===== config.mk =====
export PLATFORM = sky130hd
export DESIGN_NAME = in_port_top
export DESIGN_NICKNAME = d
export VERILOG_FILES = /design/src/switch_pkg.sv /design/src/sync_fifo.sv /design/src/in_wr_controller.sv /design/src/in_rd_controller_fsm.sv /design/src/in_port_top.sv
export SDC_FILE = /design/constraint.sdc
export NUM_CORES = 1
export LEC_CHECK = 0
export ABC_AREA = 1
export ABC_CLOCK_PERIOD_IN_PS = 3680
export BUFFER_PORTS_ARGS = -buffer_cell sky130_fd_sc_hd__buf_2
export CORE_MARGIN = 2
export CORE_UTILIZATION = 59
export DETAILED_ROUTE_END_ITERATION = 8
export GPL_ROUTABILITY_DRIVEN = 0
export PLACE_DENSITY = 0.78
export SYNTH_ARGS = -nofsm -noshare
export SYNTH_HDL_FRONTEND = slang
export SYNTH_SLANG_ARGS = --single-unit

===== constraint.sdc =====
create_clock -name clk -period 3.68 [get_ports clk]
set_input_delay 1.104 -clock clk [delete_from_list [all_inputs] [get_ports clk]]
set_output_delay 1.104 -clock clk [all_outputs]
set_load 0.02 [all_outputs]

===== src/switch_pkg.sv =====
package switch_pkg;

    // word and port geometry.
    localparam int data_width = 16;
    localparam int port_num   = 4;
    localparam int sel_width  = $clog2(port_num);

    // packet length limits, in words.
    localparam int len_max    = 16;
    localparam int len_width  = $clog2(len_max + 1);

    // queue depths.
    localparam int data_depth = 32;
    localparam int desc_depth = 4;

    // one entry per stored packet.
    typedef struct packed {
        logic [sel_width-1:0] dest;
        logic [len_width-1:0] length;
        logic                 error;
    } pkt_desc_t;

endpackage


===== src/sync_fifo.sv =====
module sync_fifo #(
    parameter type payload_t = logic [7:0],
    parameter int  depth     = 4
) (
    input  logic     clk,
    input  logic     rst_n,
    input  logic     wr_en,
    input  payload_t wr_data,
    input  logic     rd_en,
    output payload_t rd_data,
    output logic     full,
    output logic     empty
);

    localparam int ptr_w = (depth > 1) ? $clog2(depth) : 1;
    localparam int cnt_w = $clog2(depth + 1);

    payload_t         mem [depth];
    logic [ptr_w-1:0] wr_ptr;
    logic [ptr_w-1:0] rd_ptr;
    logic [cnt_w-1:0] count;
    logic [cnt_w-1:0] count_nxt;
    logic             do_wr;
    logic             do_rd;

    function automatic logic [ptr_w-1:0] ptr_inc(input logic [ptr_w-1:0] p);
        return (p == ptr_w'(depth - 1)) ? '0 : p + 1'b1;
    endfunction

    assign do_wr = wr_en && !full;
    assign do_rd = rd_en && !empty;

    // show-ahead head.
    assign rd_data = mem[rd_ptr];

    always_comb begin
        count_nxt = count;
        if (do_wr && !do_rd) begin
            count_nxt = count + 1'b1;
        end else if (do_rd && !do_wr) begin
            count_nxt = count - 1'b1;
        end
    end

    always_ff @(posedge clk) begin
        if (do_wr) begin
            mem[wr_ptr] <= wr_data;
        end
    end

    always_ff @(posedge clk or negedge rst_n) begin
        if (!rst_n) begin
            wr_ptr <= '0;
            rd_ptr <= '0;
            count  <= '0;
            full   <= 1'b0;
            empty  <= 1'b1;
        end else begin
            if (do_wr) begin
                wr_ptr <= ptr_inc(wr_ptr);
            end
            if (do_rd) begin
                rd_ptr <= ptr_inc(rd_ptr);
            end
            count <= count_nxt;
            // flags follow the next count.
            full  <= (count_nxt == cnt_w'(depth));
            empty <= (count_nxt == '0);
        end
    end

    a_no_overflow: assert property (@(posedge clk) disable iff (!rst_n) wr_en |-> !full);
    a_no_underflow: assert property (@(posedge clk) disable iff (!rst_n) rd_en |-> !empty);

endmodule


===== src/in_wr_controller.sv =====
module in_wr_controller (
    input  logic                                clk,
    input  logic                                rst_n,
    input  logic                                in_valid,
    input  logic                                in_sop,
    input  logic                                in_eop,
    input  logic [switch_pkg::data_width-1:0]   in_data,
    input  logic [switch_pkg::sel_width-1:0]    in_dest,
    input  logic                                in_error,
    output logic                                in_ready,
    input  logic                                data_full,
    input  logic                                desc_full,
    output logic                                data_wr_en,
    output logic [switch_pkg::data_width-1:0]   data_wr_data,
    output logic                                desc_wr_en,
    output switch_pkg::pkt_desc_t               desc_wr_data
);

    import switch_pkg::*;

    logic                 accept;
    logic                 in_pkt;
    logic [sel_width-1:0] dest_reg;
    logic [len_width-1:0] len_cnt;
    logic                 err_reg;
    logic [sel_width-1:0] cur_dest;
    logic [len_width-1:0] cur_len;
    logic                 cur_err;

    // room for a word and a possible descriptor.
    assign in_ready = !data_full && !desc_full;
    assign accept   = in_valid && in_ready;

    // running values including the word on the link.
    assign cur_dest = in_sop ? in_dest : dest_reg;
    assign cur_len  = in_sop ? len_width'(1) : len_width'(len_cnt + 1'b1);
    assign cur_err  = in_error || (!in_sop && err_reg);

    always_ff @(posedge clk or negedge rst_n) begin
        if (!rst_n) begin
            in_pkt   <= 1'b0;
            dest_reg <= '0;
            len_cnt  <= '0;
            err_reg  <= 1'b0;
        end else if (accept) begin
            in_pkt   <= !in_eop;
            dest_reg <= cur_dest;
            len_cnt  <= cur_len;
            err_reg  <= cur_err;
        end
    end

    assign data_wr_en   = accept;
    assign data_wr_data = in_data;

    // descriptor goes in with the eop word.
    assign desc_wr_en          = accept && in_eop;
    assign desc_wr_data.dest   = cur_dest;
    assign desc_wr_data.length = cur_len;
    assign desc_wr_data.error  = cur_err;

    a_sop_outside_pkt: assert property (
        @(posedge clk) disable iff (!rst_n)
        accept && in_sop |-> !in_pkt
    );

    a_len_in_range: assert property (
        @(posedge clk) disable iff (!rst_n)
        desc_wr_en |-> (desc_wr_data.length <= len_width'(len_max))
    );

endmodule


===== src/in_rd_controller_fsm.sv =====
module in_rd_controller_fsm (
    input  logic                                clk,
    input  logic                                rst_n,
    input  logic                                start,
    input  logic [switch_pkg::sel_width-1:0]    rx_in,
    input  logic [switch_pkg::port_num-1:0]     full_in,
    input  logic                                error_in,
    input  logic [switch_pkg::len_width-1:0]    data_length,
    input  logic                                grant,
    input  logic                                data_empty,
    output logic [switch_pkg::sel_width-1:0]    rx_out,
    output logic                                req,
    output logic                                fifo_rd_en,
    output logic                                out_valid,
    output logic                                ready,
    output logic                                out_sel
);

    import switch_pkg::*;

    typedef enum logic [2:0] {
        st_idle = 3'b000,
        st_wait = 3'b001,
        st_load = 3'b011,
        st_rd   = 3'b010,
        st_done = 3'b111
    } state_t;

    state_t               state;
    state_t               state_n;
    logic [len_width-1:0] len_reg;
    logic                 error_reg;
    logic [sel_width-1:0] rx_reg;
    logic [len_width-1:0] cnt;
    logic [len_width-1:0] last_idx;
    logic                 cnt_eq_length;
    logic                 desc_load;
    logic                 cnt_add;
    logic                 cnt_rst;

    always_ff @(posedge clk or negedge rst_n) begin
        if (!rst_n) begin
            len_reg   <= '0;
            error_reg <= 1'b0;
            rx_reg    <= '0;
        end else if (desc_load) begin
            len_reg   <= data_length;
            error_reg <= error_in;
            rx_reg    <= rx_in;
        end
    end

    assign rx_out = rx_reg;

    // words after the first one.
    always_ff @(posedge clk or negedge rst_n) begin
        if (!rst_n) begin
            cnt <= '0;
        end else if (cnt_rst) begin
            cnt <= '0;
        end else if (cnt_add) begin
            cnt <= cnt + 1'b1;
        end
    end

    assign last_idx      = len_reg - 1'b1;
    assign cnt_eq_length = (cnt == last_idx);

    always_ff @(posedge clk or negedge rst_n) begin
        if (!rst_n) begin
            state <= st_idle;
        end else begin
            state <= state_n;
        end
    end

    always_comb begin
        state_n    = state;
        desc_load  = 1'b0;
        cnt_add    = 1'b0;
        cnt_rst    = 1'b0;
        ready      = 1'b0;
        req        = 1'b0;
        fifo_rd_en = 1'b0;
        out_sel    = 1'b0;
        case (state)
            st_idle: begin
                // only the addressed output matters.
                if (start && !full_in[rx_in]) begin
                    ready     = 1'b1;
                    desc_load = 1'b1;
                    state_n   = st_wait;
                end
            end
            st_wait: begin
                req = 1'b1;
                if (grant) begin
                    state_n = st_load;
                end
            end
            st_load: begin
                fifo_rd_en = 1'b1;
                out_sel    = !error_reg;
                state_n    = st_rd;
            end
            st_rd: begin
                cnt_add = 1'b1;
                if (cnt_eq_length) begin
                    state_n = st_done;
                end else begin
                    fifo_rd_en = 1'b1;
                end
            end
            st_done: begin
                cnt_rst = 1'b1;
                state_n = st_idle;
            end
            default: begin
                state_n = st_idle;
            end
        endcase
    end

    // errored packets drain without a valid.
    assign out_valid = fifo_rd_en && !error_reg;

    a_rd_not_empty: assert property (
        @(posedge clk) disable iff (!rst_n)
        fifo_rd_en |-> !data_empty
    );

endmodule


===== src/in_port_top.sv =====
module in_port_top (
    input  logic                                clk,
    input  logic                                rst_n,
    input  logic                                in_valid,
    input  logic                                in_sop,
    input  logic                                in_eop,
    input  logic [switch_pkg::data_width-1:0]   in_data,
    input  logic [switch_pkg::sel_width-1:0]    in_dest,
    input  logic                                in_error,
    output logic                                in_ready,
    input  logic [switch_pkg::port_num-1:0]     out_full,
    input  logic                                grant,
    output logic                                req,
    output logic [switch_pkg::sel_width-1:0]    out_dest,
    output logic [switch_pkg::data_width-1:0]   out_data,
    output logic                                out_valid,
    output logic                                out_sop
);

    import switch_pkg::*;

    logic                  data_wr_en;
    logic [data_width-1:0] data_wr_data;
    logic                  data_full;
    logic                  data_empty;
    logic                  fifo_rd_en;
    logic                  desc_wr_en;
    pkt_desc_t             desc_wr_data;
    pkt_desc_t             desc_head;
    logic                  desc_full;
    logic                  desc_empty;
    logic                  desc_pop;

    in_wr_controller u_wr (
        .clk          (clk),
        .rst_n        (rst_n),
        .in_valid     (in_valid),
        .in_sop       (in_sop),
        .in_eop       (in_eop),
        .in_data      (in_data),
        .in_dest      (in_dest),
        .in_error     (in_error),
        .in_ready     (in_ready),
        .data_full    (data_full),
        .desc_full    (desc_full),
        .data_wr_en   (data_wr_en),
        .data_wr_data (data_wr_data),
        .desc_wr_en   (desc_wr_en),
        .desc_wr_data (desc_wr_data)
    );

    sync_fifo #(
        .payload_t (logic [data_width-1:0]),
        .depth     (data_depth)
    ) u_data_fifo (
        .clk     (clk),
        .rst_n   (rst_n),
        .wr_en   (data_wr_en),
        .wr_data (data_wr_data),
        .rd_en   (fifo_rd_en),
        .rd_data (out_data),
        .full    (data_full),
        .empty   (data_empty)
    );

    sync_fifo #(
        .payload_t (pkt_desc_t),
        .depth     (desc_depth)
    ) u_desc_fifo (
        .clk     (clk),
        .rst_n   (rst_n),
        .wr_en   (desc_wr_en),
        .wr_data (desc_wr_data),
        .rd_en   (desc_pop),
        .rd_data (desc_head),
        .full    (desc_full),
        .empty   (desc_empty)
    );

    // a waiting descriptor starts the controller.
    in_rd_controller_fsm u_rd (
        .clk         (clk),
        .rst_n       (rst_n),
        .start       (!desc_empty),
        .rx_in       (desc_head.dest),
        .full_in     (out_full),
        .error_in    (desc_head.error),
        .data_length (desc_head.length),
        .grant       (grant),
        .data_empty  (data_empty),
        .rx_out      (out_dest),
        .req         (req),
        .fifo_rd_en  (fifo_rd_en),
        .out_valid   (out_valid),
        .ready       (desc_pop),
        .out_sel     (out_sop)
    );

endmodule


; ---- After elaboration in Yosys (flattened, before gate mapping)
; Memories as Yosys holds them, arrays and structs flattened.
; Cells that the tools add are included.
[totals]
ff_bits = 51
ramBits = 544
inputBits = 29
output_inout_bits = 22
elab_cells = 107
memories = 2
[op_classes]
n_addsub = 11
n_lt_le_gt_ge = 1
eq_ne = 14
n_mux = 30
n_reduce_logical = 31
[mem_list]
columns = name, depth, width, read_ports, rd_clocked_by_memory_dff, wr, line
row1 = u_data_fifo.mem, 32, 16, 1, 0, 1, sync_fifo.sv:18  ; payload_t mem [depth];
row2 = u_desc_fifo.mem, 4, 8, 1, 0, 1, sync_fifo.sv:18
[op_table]
columns = operator, n
row1 = two-way mux 5 bit, 5
row2 = "adder 5 x 1 -> 5 bit, second input constant", 4
row3 = two-way mux 3 bit, 5
row4 = logical AND 1 bit, 14
row5 = two-way mux 1 bit, 12
row6 = two-way mux 6 bit, 2
row7 = case mux 3 bit (4 select lines), 1
row8 = logical NOT 1 bit, 11
row9 = "== test 5 bit, second input constant", 2
row10 = "adder 6 x 1 -> 6 bit, second input constant", 1
row11 = "== test 3 x 2 -> 1 bit, second input constant", 2
row12 = "== test 3 bit, second input constant", 2
row13 = "== test 6 bit, second input constant", 1
row14 = logical NOT 3 bit, 2
row15 = logical NOT 6 bit, 1
row16 = two-way mux 2 bit, 3
row17 = "subtractor 6 x 1 -> 6 bit, second input constant", 1
row18 = == test 5 bit, 1
row19 = "subtractor 5 x 1 -> 5 bit, second input constant", 1
row20 = "adder 2 x 1 -> 2 bit, second input constant", 2
row21 = "== test 2 bit, second input constant", 2
row22 = "!= test 2 x 1 -> 1 bit, second input constant", 2
row23 = "adder 3 x 1 -> 3 bit, second input constant", 1
row24 = "== test 3 x 1 -> 1 bit, second input constant", 1
row25 = 8 further kinds, 8

; ---- Logic depth before layout (Yosys ltp)
; An unclocked memory read counts as a cell.
[logic_depth]
word_depth = 12
ltp_mapped = 19

; ---- Cells and area by module
; A second synthesis with hierarchy kept.
[unflattened]
hier_cells = 2342
area_unflattened_um2 = 25356.8
[modules_own_cells]
columns = mod, n_inst, cells_per_inst, area_per_inst_um2, seq_area_each_um2
row1 = sync_fifo (u_data_fifo), 1, 1962, 21939.8, 15826.4
row2 = sync_fifo (u_desc_fifo), 1, 164, 1811.7, 1187.4
row3 = in_rd_controller_fsm, 1, 135, 977.2, 400.4
row4 = in_wr_controller, 1, 80, 624.3, 200.2
row5 = in_port_top, 1, 1, 3.8, 0.0

; ---- Least setup slack after synthesis
; No wires, ideal clock.
[synth_path]
path_type = input to register
startpoint = input in_valid
endpoint = memory u_data_fifo.mem[7][0] in the netlist's numbering (enable)
setup_ns = 0.409
arrival_time_ns = 2.673
t_required_ns = 3.271
setup_slack_ns = 0.598
stages = 3
cell_sequence = nand2_1 clkbuf_1 nor3_1
[synth_via]
elab_chain_len = 4
[synth_rtl]
columns = item, line
row1 = start: declaration, in_port_top.sv:4  ; input logic in_valid,
row2 = logical AND 1 bit, in_wr_controller.sv:32  ; assign accept = in_valid && in_ready;
row3 = logical AND 1 bit, sync_fifo.sv:30  ; assign do_wr = wr_en && !full;
row4 = two-way mux 1 bit, sync_fifo.sv:46  ; if (do_wr) begin
row5 = two-way mux 1 bit (not written as such), sync_fifo.sv:47  ; mem[wr_ptr] <= wr_data;
row6 = end: declaration, sync_fifo.sv:18
; No other way between the ends.

; ---- Worst setup path after layout
[layout_path]
startpoint = register u_data_fifo.rd_ptr[0]
endpoint = output out_data[3] in the netlist's numbering
[layout_via]
elab_chain_len = 1
[layout_rtl]
columns = item, line
row1 = start: declaration, sync_fifo.sv:20  ; logic [ptr_w-1:0] rd_ptr;
row2 = start signal: assignment, sync_fifo.sv:63  ; rd_ptr <= ptr_inc(rd_ptr);
row3 = memory read (32 x 16 bit), -
row4 = end: declaration, in_port_top.sv:15  ; output logic [switch_pkg::data_width-1:0] out_data,
; No other way between the ends.

==> results.py <==
metrics = {
    "timing": {
        "hold_viol": 0,
        "clock.fmax_mhz": 251,
        "worst_clock_skew_ns": 0.0397,
        "setup_tns_ns": -2.24,
        "layout_setup_ws_ns": -0.303,
        "slew_headroom": 0.352,
        "rsz0062_at_grt": "true",
        "worst_slew_pin_slew_ns": 0.967,
        "slew_violations": 0,
        "setup_viol": 16,
        "finalCritPeriodShare": 1.08,
        "period_needed_ns": 3.98,
    },
    "min_path": {
        "hp-class": "flop to flop",
        "hold_start": "u_rd.rx_out[1]",
        "hold_path_depth": 2,
        "min_to": "u_rd.rx_out[1]",
    },
    "power": {
        "sequentialPowerShare": 0.340,
        "pwr-share-clk": 0.228,
        "max-vdd-ir-drop_uv": 480,
        "power.leakage_nw": 10.1,
        "p_int_mw": 15.0,
        "finalPower_mw": 24.8,
        "p_sw_frac": 0.396,
        "comb_power_share": 0.432,
        "p_per_area_mw_per_mm2": 862,
        "p_switching_mw": 9.81,
    },
    "synthesis": {
        "yosysWarnings": 0,
        "synthSimpleGateAreaFrac": 0.112,
        "synth_cells": 1934,
        "synth_xor_area_frac": 0.00471,
        "ys_seq_elements": 595,
        "synth-seq-area-share": 0.729,
        "avgSynthCellArea_sq_um": 12.5,
        "ys_types": 38,
        "synth_area_sq_mm": 0.0242,
        "syn_nets": 1982,
        "synth_top_family_by_area": "compound AO/OA/AOI/OAI gates",
        "synthMuxAreaShare": 0,
        "synth_compound_area_frac": 0.113,
        "synth_fa_ha_area_frac": 0.00984,
    },
    "clock_tree": {
        "clkSinkCount": 595,
        "cts-root-buf": "clkbuf_16",
        "cts_buffers": 58,
        "cts_max_path_buffers": 3,
        "path_clk_slew_ns": 0.06,
        "clock_latency_ns": 0.65,
        "cts_tree": "yes",
        "htree_num_levels": 2,
        "hold_buffers": 0,
    },
    "die": {
        "num_rows": 74,
        "core_sq_mm": 0.0406,
        "io_pins": 51,
        "die_area_sq_mm": 0.0426,
        "die_y_microns": 206,
        "fp.dieW_microns": 206,
        "initial_core_util": 0.594,
    },
    "routing": {
        "vias": 17700,
        "ant_nets": 0,
        "wl_per_cell_microns": 27.1,
        "drt-pass1-iter-count": 6,
        "via_per_inst": 6.74,
        "drt_iter0_drc": 2874,
        "wirelength_microns": 71000,
        "drc": 0,
    },
    "placement": {
        "dp_hpwl_microns": 35300,
        "io_buffers": 50,
    },
    "layout": {
        "fill_cells": 2394,
        "nets": 2092,
        "largestRegisters": "u_data_fifo.mem x512, u_desc_fifo.mem x32, u_data_fifo.count x6",
        "area_growth_pct": 19.1,
        "ff_latch_area_sq_mm": 0.0176,
        "drive_above_1_share": 0.198,
        "largest_reg_flops": 512,
        "largest_register": "u_data_fifo.mem",
        "multi_input_area_sq_mm": 0.00642,
        "antenna_cells": 0,
        "final_common_cell": "edfxtp_1",
        "layout_common_cells": "544 x edfxtp_1, 294 x nor2_1, 207 x o21ai_0",
    },
    "job": {
        "cap_violations": 0,
    },
    "run_status": {
        "status": "finished, violations left",
        "violations": "setup timing",
    },
    "grt": {
        "gr-usage-met1": 0.425,
        "track_usage": 0.321,
        "grtUsageMet2": 0.499,
        "antenna_found_initial": 1,
        "grt_pass1_wl_microns": 101000,
        "gr-total-overflow": 0,
        "grt_util_met3": 0.0741,
        "top_usage_layer": "met2",
        "grt_pass1_vias": 16800,
        "grt_max_degree": 74,
    },
    "worst_setup_path": {
        "r2r-end": "u_desc_fifo.full",
        "rrSetupSlack_ns": 1.32,
        "start_kind": "flop",
        "r2r-start": "u_desc_fifo.rd_ptr[0]",
        "cp.required_ns": 2.58,
        "cp_max_fo": 14,
        "endpoint_kind": "output pin",
        "r2r_cells": 14,
        "arrival_ns": 2.88,
        "crit_type": "flop to output pin",
    },
}
==> repair_timing <==
action / in CTS / in global routing
buffers inserted: 21 / 1
pin swaps: 51 / 54
setup endpoints to repair: 16 / 16
cloned: 14 / 7
resized for setup: 149 / 164
==> worst max path at each step <==
stage / slack [ns] / startpoint / endpoint
after floorplan: 0.60 / in_valid / u_data_fifo.mem[7][0]
after global placement: 0.40 / u_data_fifo.rd_ptr[0] / out_data[2]
after detailed placement: 0.37 / u_data_fifo.rd_ptr[0] / out_data[8]
after CTS: -0.07 / u_data_fifo.rd_ptr[0] / out_data[14]
after global routing: -0.38 / u_data_fifo.rd_ptr[0] / out_data[3]
final: -0.30 / u_data_fifo.rd_ptr[0] / out_data[3]
==> metal layers <==
layer,vias to the layer above,routed length [microns]
met1,8453,24000
li1,7310,-
met4,2,4730
met3,365,9720
met5,-,13
met2,1534,32500
==> stage by stage <==
step	setup slack (ns)	util	hold WS [ns]	std cells	instance area (sq um)
2_1_floorplan	0.598	-	0.472	1934	24200
3_3_place_gp	0.399	0.625	0.466	2476	25400
3_5_place_dp	0.366	0.625	0.479	2476	25400
4_1_cts	-0.0654	0.693	0.493	2616	28200
5_1_grt	-0.381	0.708	0.527	2622	28800
6_report	-0.303	0.708	0.488	2622	28800
==> synth_stat cells (all sizes together) <==
library cell / count / area share
edfxtp: 544 / 0.68
nor2: 331 / 0.052
o21ai: 322 / 0.067
nand2: 192 / 0.033
clkbuf: 85 / 0.013
inv: 82 / 0.013
o22ai: 82 / 0.021
nand3: 80 / 0.018
o221ai: 54 / 0.020
dfrtp: 49 / 0.051
buf: 26 / 0.0055
nand4: 23 / 0.0062
ha: 19 / 0.0098
o211ai: 10 / 0.0031
xor2: 10 / 0.0036
nor3: 8 / 0.0021
a21oi: 6 / 0.0012
xnor2: 3 / 0.0011
clkinv: 2 / 0.00031
dfstp: 2 / 0.0022
nand3b: 1 / 0.00031
nor3b: 1 / 0.00031
o21bai: 1 / 0.00031
o311ai: 1 / 0.00036
==> worst max-delay path, stage by stage (launching register included) <==
cell and delay (ns):
dfrtp_4 0.54, buf_12 0.17, bufbuf_16 0.29, o21ai_0 0.21, o221ai_1 0.14, nand3_1 0.32
nand4_1 0.20, o21ai_2 0.13, inv_1 0.08, buf_4 0.16
==> cell families after synthesis <==
| group | Yosys count |
|---|---|
| and+or+nand+nor | 636 |
| DFF | 595 |
| AOI/OAI and AO/OA | 476 |
| buffers and inverters | 195 |
| adders and majority gates | 19 |
| xor gates and xnor gates | 13 |
==> area by class of cell <==
class / instances / share of cell area
Sequential cell: 595 / 0.613
Multi-Input combinational cell: 1144 / 0.223
Timing Repair Buffer: 159 / 0.0664
Clock buffer: 76 / 0.0539
Tap cell: 532 / 0.0231
Inverter: 84 / 0.0125
Clock inverter: 30 / 0.00752
Timing Repair inverter: 2 / 0.000957
==> power groups by stage <==
stage	Combinational [mW]	Clock [mW]	Sequential (mW)
2_1_floorplan	5.18	0	8.41
3_3_place_gp	7.56	0	8.54
3_5_place_dp	7.81	0	8.57
4_1_cts	9.52	5.59	8.40
5_1_grt	11.3	5.89	8.49
6_report	10.7	5.65	8.44
Power figures use the tool's default switching activity.
